$ cat config.mk
export PLATFORM = sky130hd
export DESIGN_NAME = i2c_bridge_top
export DESIGN_NICKNAME = d
export VERILOG_FILES = /design/src/hw/i2c_bridge_pkg.sv /design/src/hw/i2c_bridge_top.sv /design/src/hw/bus_monitor.sv /design/src/hw/line_bridge.sv /design/src/hw/tick_divider.sv
export SDC_FILE = /design/constraint.sdc
export NUM_CORES = 1
export LEC_CHECK = 0
export ABC_AREA = 1
export BUFFER_PORTS_ARGS = -buffer_cell sky130_fd_sc_hd__clkbuf_2
export CAP_MARGIN = 30
export CORE_MARGIN = 2
export CORE_UTILIZATION = 55
export CTS_CLUSTER_SIZE = 16
export DETAILED_ROUTE_END_ITERATION = 16
export PLACE_DENSITY = 0.77
export RECOVER_POWER = 25
export SLEW_MARGIN = 0
export SYNTH_ARGS = -nofsm -noshare
export SYNTH_HDL_FRONTEND = slang
export SYNTH_SLANG_ARGS = --single-unit
$ cat constraint.sdc
create_clock -name clk -period 1.5 [get_ports clk]
set_input_delay 0 -clock clk [delete_from_list [all_inputs] [get_ports clk]]
set_output_delay 0 -clock clk [all_outputs]
set_load 0.02 [all_outputs]
$ cat src/hw/i2c_bridge_pkg.sv
`default_nettype none

package i2c_bridge_pkg;

    // index of each side in the two-bit line vectors
    localparam int unsigned side_a = 0; // local side, watched by the monitor
    localparam int unsigned side_b = 1; // far side

    // ownership of one bridged line
    typedef enum logic [1:0]
    {
        idle         = 2'd0, // nobody pulls, both pads float
        held_by_a    = 2'd1, // side a pulled first, b is mirrored low
        held_by_b    = 2'd2, // side b pulled first, a is mirrored low
        release_wait = 2'd3  // one tick for the mirrored side to rise
    } line_state_t;

    // width of the start condition counter
    localparam int unsigned start_count_bits = 8;

    // tick period is 2^div_bits+1 clocks
    // with 4 this is roughly 1.5 MHz from 25 MHz
    localparam int unsigned default_div_bits = 4;

endpackage

`default_nettype wire
$ cat src/hw/i2c_bridge_top.sv
`default_nettype none

// two-port i2c bridge
// side a in bit 0, side b in bit 1 of every line vector
// pads are open drain, modelled as level in and release out
module i2c_bridge_top
#(
    parameter int unsigned div_bits = i2c_bridge_pkg::default_div_bits
)
(
    input  wire logic       clk,
    input  wire logic       reset,
    input  wire logic [1:0] sda_in,      // observed sda per side
    input  wire logic [1:0] scl_in,      // observed scl per side
    output logic      [1:0] sda_release, // 0 pulls sda low on that side
    output logic      [1:0] scl_release, // 0 pulls scl low on that side
    output logic            bus_busy,
    output logic [i2c_bridge_pkg::start_count_bits-1:0] start_count
);

    logic tick;       // shared clock enable
    logic sda_sync_a; // side a sda after sync
    logic scl_sync_a; // side a scl after sync

    tick_divider
    #(
        .div_bits(div_bits)
    )
    tick_i
    (
        .clk (clk),
        .reset(reset),
        .tick (tick)
    );

    line_bridge sda_bridge_i
    (
        .clk        (clk),
        .reset      (reset),
        .tick       (tick),
        .line_in    (sda_in),
        .release_out(sda_release),
        .sync_a     (sda_sync_a)
    );

    // clock stretching by a far slave passes through here
    line_bridge scl_bridge_i
    (
        .clk        (clk),
        .reset      (reset),
        .tick       (tick),
        .line_in    (scl_in),
        .release_out(scl_release),
        .sync_a     (scl_sync_a)
    );

    // reuses the bridge synchronizers
    bus_monitor monitor_i
    (
        .clk        (clk),
        .reset      (reset),
        .sda        (sda_sync_a),
        .scl        (scl_sync_a),
        .bus_busy   (bus_busy),
        .start_count(start_count)
    );

endmodule

`default_nettype wire

$ cat src/hw/bus_monitor.sv
`default_nettype none

// start and stop detector on side a, for status leds
// inputs are already synchronized by the line bridges
module bus_monitor
(
    input  wire logic clk,
    input  wire logic reset,
    input  wire logic sda,      // synchronized side a sda
    input  wire logic scl,      // synchronized side a scl
    output logic      bus_busy, // between a start and a stop
    output logic [i2c_bridge_pkg::start_count_bits-1:0] start_count
);

    logic sda_prev; // sda one cycle ago
    logic start_seen;
    logic stop_seen;
    logic [i2c_bridge_pkg::start_count_bits-1:0] count_next;

    // sda may only change while scl is low, except for start and stop
    assign start_seen = sda_prev && !sda && scl; // falling sda, scl high
    assign stop_seen  = !sda_prev && sda && scl; // rising sda, scl high

    assign count_next = start_count + 1'b1; // wraps at the counter width

    always_ff @(posedge clk)
    begin
        if (reset)
        begin
            sda_prev <= 1'b1; // idle bus
        end
        else
        begin
            sda_prev <= sda;
        end
    end

    always_ff @(posedge clk)
    begin
        if (reset)
        begin
            bus_busy    <= 1'b0;
            start_count <= '0;
        end
        else
        begin
            if (start_seen)
            begin
                bus_busy    <= 1'b1;       // also covers a repeated start
                start_count <= count_next;
            end
            else if (stop_seen)
            begin
                bus_busy <= 1'b0;
            end
        end
    end

    // counter moves by exactly one, and only on a detected start
    count_on_start: assert property (@(posedge clk) disable iff (reset)
        start_seen |=> start_count == $past(start_count) + 1'b1);
    count_held: assert property (@(posedge clk) disable iff (reset)
        !start_seen |=> $stable(start_count));

endmodule

`default_nettype wire

$ cat src/hw/line_bridge.sv
`default_nettype none

// one bridged open-drain line, sda or scl
// whichever side pulls low first owns the line and the other side is mirrored low
module line_bridge
(
    input  wire logic       clk,
    input  wire logic       reset,
    input  wire logic       tick,        // clock enable from the divider
    input  wire logic [1:0] line_in,     // observed pad levels, a in bit 0
    output logic      [1:0] release_out, // 1 floats the pad, 0 pulls low
    output logic            sync_a       // side a level after the synchronizer
);

    logic [1:0] sync_meta; // first stage, may go metastable
    logic [1:0] sync_line; // second stage, safe to use

    i2c_bridge_pkg::line_state_t state;
    i2c_bridge_pkg::line_state_t state_next;

    // two flops per side
    // idle bus is high, so reset to 1
    always_ff @(posedge clk)
    begin
        if (reset)
        begin
            sync_meta <= 2'b11;
            sync_line <= 2'b11;
        end
        else
        begin
            sync_meta <= line_in;
            sync_line <= sync_meta;
        end
    end

    assign sync_a = sync_line[i2c_bridge_pkg::side_a]; // shared with the bus monitor

    // ownership rule, only evaluated on a tick
    always_comb
    begin
        state_next = state;
        if (tick)
        begin
            case (state)
                i2c_bridge_pkg::idle:
                begin
                    // side a wins a tie
                    if (!sync_line[i2c_bridge_pkg::side_a])
                    begin
                        state_next = i2c_bridge_pkg::held_by_a;
                    end
                    else if (!sync_line[i2c_bridge_pkg::side_b])
                    begin
                        state_next = i2c_bridge_pkg::held_by_b;
                    end
                end
                i2c_bridge_pkg::held_by_a:
                begin
                    if (sync_line[i2c_bridge_pkg::side_a]) // owner let go
                    begin
                        state_next = i2c_bridge_pkg::release_wait;
                    end
                end
                i2c_bridge_pkg::held_by_b:
                begin
                    if (sync_line[i2c_bridge_pkg::side_b])
                    begin
                        state_next = i2c_bridge_pkg::release_wait;
                    end
                end
                i2c_bridge_pkg::release_wait:
                begin
                    // inputs ignored here, the mirrored side is still rising
                    // and its low echo must not be taken as a new owner
                    state_next = i2c_bridge_pkg::idle;
                end
                default:
                begin
                    state_next = i2c_bridge_pkg::idle;
                end
            endcase
        end
    end

    always_ff @(posedge clk)
    begin
        if (reset)
        begin
            state <= i2c_bridge_pkg::idle;
        end
        else
        begin
            state <= state_next;
        end
    end

    // pad drive, one cycle behind the state
    // a side is pulled only while the other side owns the line
    always_ff @(posedge clk)
    begin
        if (reset)
        begin
            release_out <= 2'b11; // all pads float
        end
        else
        begin
            release_out[i2c_bridge_pkg::side_a] <= (state != i2c_bridge_pkg::held_by_b);
            release_out[i2c_bridge_pkg::side_b] <= (state != i2c_bridge_pkg::held_by_a);
        end
    end

    // the bridge must never pull both sides, else it would latch itself low
    no_double_pull: assert property (@(posedge clk) disable iff (reset)
        release_out != 2'b00);

    // state only moves on the divider tick
    state_on_tick: assert property (@(posedge clk) disable iff (reset)
        !tick |=> $stable(state));

endmodule

`default_nettype wire

$ cat src/hw/tick_divider.sv
`default_nettype none

// clock enable for the line bridges
// the counter runs 0 .. 2^div_bits and its top bit is the tick
module tick_divider
#(
    parameter int unsigned div_bits = 4 // exponent, 1 or more
)
(
    input  wire logic clk,
    input  wire logic reset,
    output logic      tick
);

    logic [div_bits:0] count; // one bit wider than the exponent

    always_ff @(posedge clk)
    begin
        if (reset)
        begin
            count <= '0;
        end
        else if (count[div_bits]) // top bit set, wrap
        begin
            count <= '0;
        end
        else
        begin
            count <= count + 1'b1;
        end
    end

    assign tick = count[div_bits]; // high for a single cycle per period

    // the clear on the top bit means two ticks never touch
    tick_single_cycle: assert property (@(posedge clk) disable iff (reset)
        tick |=> !tick);

endmodule

`default_nettype wire

==> run summary <==
The finished cells cover 0.001593 mm². Among all flip-flop cells after synthesis, the most frequent one is sky130_fd_sc_hd__dfxtp_1. The worst hold path endpoint is scl_bridge_i.sync_meta[0]$_SDFF_PP1_. The global placement routability congestion is 0.8050. The wire length of the first global-routing pass is slightly below 4000 µm. The number of clock buffers inserted by TritonCTS came out at 5. The clock input transition at the sequential cells of the worst setup and hold paths is roughly 100 ps.

The boundary pin count came out at 19. The synthesized flop and latch total came out at 31. The number of stages on the worst hold path came out at 3. The final sum of negative setup slack is 0 ps. The post-route antenna net violation count came out at 0. The total via count in the routed design came out at approximately 1200. Traced cell by cell, the critical path runs through inv_1 > ha_1 > nand2_1 > nand2_1 > inv_1 > nand3_1 > nand2_1 > nor2_1. The net count after synthesis came out at around 200. The number of enable flip-flop cells after synthesis is 0. The share of power burned in registers is 0.610.

The largest stage delay on the critical path came out at 370 ps. The maximum level of the CTS H-tree came out at 2. The initial core utilization is 0.5685.

The cell sitting at the root of the clock tree is a sky130_fd_sc_hd__clkbuf_4. In the post-route analysis, the smallest setup slack over all paths is 257.3 ps. By count the netlist is led by 45 x sky130_fd_sc_hd__nand2_1, 31 x sky130_fd_sc_hd__dfxtp_1, 29 x sky130_fd_sc_hd__inv_1. The final clock skew came out at 14.13 ps.

The share of the synthesized area in the top cell type came out at 0.4530. Post-CTS repair changed the size of 0 cells. The net switching power of the design is ~0.34 mW.

The average wire per standard cell came out at about 9.7 µm. The type of the worst setup path is flip-flop to flip-flop. The floorplan step set the die height to 53.91 µm. The number of buffers inserted by port buffering came out at 18.

At the worst endpoint, the arrival time is approximately 1500 ps. In this run the core area contains 18 standard-cell rows. The total track usage is 0.1908. In this design, the largest share of critical-path delay is due to flip-flops. The die area is about 0.0029 mm².

The detailed-route DRC error count came out at 0. Setup repair after global routing left no endpoint under its margin. Hold is met by slightly below 400 ps.

In this run, the number of DRC markers left after iteration 0 of detailed routing was 27. The die span in x is roughly 54 µm. The worst register-to-register path ends at sda_bridge_i.state[0]$_SDFFE_PP0P_. For flop-to-flop paths, the worst setup slack is 260 ps. The clock sink count came out at 31. The fraction of final layout cells sized beyond drive strength 1 came out at 0.1698.

Of all nets on the critical path, the largest fanout is 3. The number of cells on the worst reg-to-reg path came out at 8. Timing would allow up to just over 800 MHz. The most area-hungry cell type in the Yosys netlist is sky130_fd_sc_hd__dfxtp_1. In the post-synthesis netlist, the cell with the most instances is sky130_fd_sc_hd__nand2_1. The number of global-route vias before repair came to between 900 and 1000.

The count of buffer and inverter cells on the critical path came out at 2. OpenSTA, run right after detailed placement, puts the worst setup slack at roughly 300 ps. The detailed-router iteration count before antenna repair is 4. The count of nets after finishing came out at approximately 230. Counting flops with an async set or reset pin after synthesis yields a share of 0. The yosys synthesis warning count is 0. The global-route congestion overflow total came out at 0.

For this run, the register share of the synthesized area comes to 0.4530. The number of buffers on the longest clock path is 2. The layout overhead on the synthesized area is 16.26%. The endpoint type of the worst setup path is a flip-flop. The layout has 210 filler cells.

The internal power of the cells totals between 1 and 1.5 mW. The antenna diode instance count is 0. By area the synthesized netlist is led by sky130_fd_sc_hd__dfxtp_1 45%, sky130_fd_sc_hd__nand2_1 12%, sky130_fd_sc_hd__ha_1 9.1%. The number of hold violations in the final report came out at 0. In this run the critical register-to-register path is launched from sda_bridge_i.state[0]$_SDFFE_PP0P_.

In this run the most critical hold path is launched from scl_in[0]. The later pin in the worst-skew pair is clocked with a latency of approximately 330 ps. The type of the tightest min-delay check is input port to flip-flop. The initial antenna violation count came to 0. STA classifies the critical path startpoint as a flip-flop. The run finished with clean final reports. The slowest cell on the critical path is sky130_fd_sc_hd__dfxtp_1. The instance count of the mapped netlist came out at ~180. The sum of net half-perimeters after detailed placement came out at 1725 µm.

The synthesized cell area is approximately 0.0014 mm². The worst path in the final design needs a cycle of 1243 ps, including I/O delays and setup. Across the run, the number of max-cap violations was 0. For the worst setup path, the data required time is ~1700 ps. The synthesized area per cell came out at 7.528 µm².

The pin count of the biggest net entering global routing came out at 12. The maximum resistive drop on vdd is 0.8414 mV. The overall routed net length came out at 2344 µm. The combinational group share of total power is 0.069. The post-detailed-placement cell area is 0.001498 mm². The post-route clock period utilization is 0.8285.

The leakage power came out at around 0.75 nW. Setup violations remaining at the end of the flow were counted as 0. The core box area came out at 0.002410 mm². The clock tree from TritonCTS is built. The relative contribution of the clock network to total power is 0.321. For the pin with the worst max-slew slack, the measured transition is 291.7 ps. The net switching share of the total power is 0.2392. The worst slew margin relative to its limit is 0.8053.

The number of distinct library cells after synthesis is 19. The final count of pins violating max slew came out at 0. Among the stages of the critical path, the cell type that occurs most often is sky130_fd_sc_hd__nand2_1. The power density over the cells is 883.0 mW/mm². The mean number of vias per cell is 4.777.
[cell type report]
| cell class | instances | area (µm²) | share of cell area |
|---|---|---|---|
| inverter | 30 | 112.6 | 0.07070 |
| timing repair buffer | 24 | 142.6 | 0.08955 |
| clock inverter | 1 | 5.005 | 0.003142 |
| tap | 30 | 37.54 | 0.02357 |
| clock buffer | 7 | 45.04 | 0.02828 |
| multi-input combinational | 119 | 629.4 | 0.3951 |
| sequential | 31 | 620.6 | 0.3896 |
[repair_timing]
action,4_1_cts,5_1_grt
hold buffers,5,0
hold endpoints to repair,6,0
buffers inserted,0,0
[layer usage]
layer | vias to the layer above | wire, µm | share of wire | GRT usage
met5 | - | 0 | 0 | 0
li1 | 612 | - | - | -
met2 | 19 | 1143 | 0.49 | 0.3211
met1 | 521 | 1078 | 0.46 | 0.2209
met4 | 0 | 23 | 0.0098 | 0.08547
met3 | 4 | 97 | 0.041 | 0.05833
[power groups by stage]
stage	Sequential, mW	Combinational [mW]	Clock, mW
final	0.858	0.0968	0.452
after global routing	0.861	0.112	0.494
after CTS	0.858	0.0973	0.464
after detailed placement	0.877	0.0871	0
after global placement	0.876	0.0839	0
after floorplan	0.879	0.0593	0
[tightest hold or removal path, cell delays in order]
cell and delay (ps):
sky130_fd_sc_hd__dlygate4sd3_1 520, sky130_fd_sc_hd__clkbuf_2 90, sky130_fd_sc_hd__or2_2 80
[state kept, by name, summed over array words and instances (netlist names)]
signal                    flops
sda_bridge_i.state            2
monitor_i.sda_prev            1
scl_bridge_i.sync_meta        2
monitor_i.bus_busy            1
monitor_i.start_count         8
scl_bridge_i.state            2
sda_bridge_i.sync_line        2
sda_bridge_i.sync_meta        2
scl_bridge_i.sync_line        2
sda_bridge_i.release_out      2
scl_bridge_i.release_out      2
tick_i.count                  5
[cell usage in the layout, fill, tap and decap left out, types with 2 or more instances in the layout]
| master | n |
|---|---|
| sky130_fd_sc_hd__nor2_2 | 2 |
| sky130_fd_sc_hd__and2_1 | 2 |
| sky130_fd_sc_hd__clkbuf_4 | 5 |
| sky130_fd_sc_hd__inv_1 | 29 |
| sky130_fd_sc_hd__clkbuf_2 | 14 |
| sky130_fd_sc_hd__o21bai_1 | 2 |
| sky130_fd_sc_hd__nand2_1 | 45 |
| sky130_fd_sc_hd__nor3_1 | 2 |
| sky130_fd_sc_hd__dlygate4sd3_1 | 5 |
| sky130_fd_sc_hd__dfxtp_1 | 31 |
| sky130_fd_sc_hd__clkbuf_1 | 6 |
| sky130_fd_sc_hd__nor2_1 | 20 |
| sky130_fd_sc_hd__or2_2 | 8 |
| sky130_fd_sc_hd__o21ai_0 | 2 |
| sky130_fd_sc_hd__nand3_1 | 14 |
| sky130_fd_sc_hd__a21oi_1 | 7 |
| sky130_fd_sc_hd__ha_1 | 10 |
| sky130_fd_sc_hd__a21oi_2 | 2 |
[how the worst max path moves through the flow]
stage | start | endpoint | slack (ps) | cells past startpoint
2_1_floorplan | monitor_i.start_count[1]$_SDFFE_PP0P_ | monitor_i.start_count[6]$_SDFFE_PP0P_ | 280 | 6
3_3_place_gp | scl_bridge_i.state[0]$_SDFFE_PP0P_ | scl_bridge_i.state[1]$_SDFFE_PP0P_ | 350 | 7
3_5_place_dp | scl_bridge_i.state[0]$_SDFFE_PP0P_ | scl_bridge_i.state[1]$_SDFFE_PP0P_ | 300 | 7
4_1_cts | sda_bridge_i.state[0]$_SDFFE_PP0P_ | sda_bridge_i.state[1]$_SDFFE_PP0P_ | 280 | 7
5_1_grt | sda_bridge_i.state[1]$_SDFFE_PP0P_ | sda_bridge_i.state[0]$_SDFFE_PP0P_ | 170 | 6
6_report | sda_bridge_i.state[0]$_SDFFE_PP0P_ | sda_bridge_i.state[0]$_SDFFE_PP0P_ | 260 | 8
[cells by family (layout without fill, tap and decap cells)]
logic type / Yosys count / after routing / share of synthesized area
buf+inv: 32 / 62 / 0.08767
simple gates: 96 / 96 / 0.3114
fa+ha+maj: 10 / 10 / 0.09132
compound gates: 13 / 13 / 0.05662
flops: 31 / 31 / 0.4530
[metrics by stage]
| stage | power, mW | utilization | cells |
|---|---|---|---|
| after floorplan | 0.9386 | - | 182 |
| after global placement | 0.9601 | 0.6215 | 229 |
| after detailed placement | 0.9644 | 0.6215 | 229 |
| after CTS | 1.419 | 0.6630 | 242 |
| after global routing | 1.467 | 0.6610 | 242 |
| final | 1.406 | 0.6610 | 242 |
(Power assumes the default switching activity.)
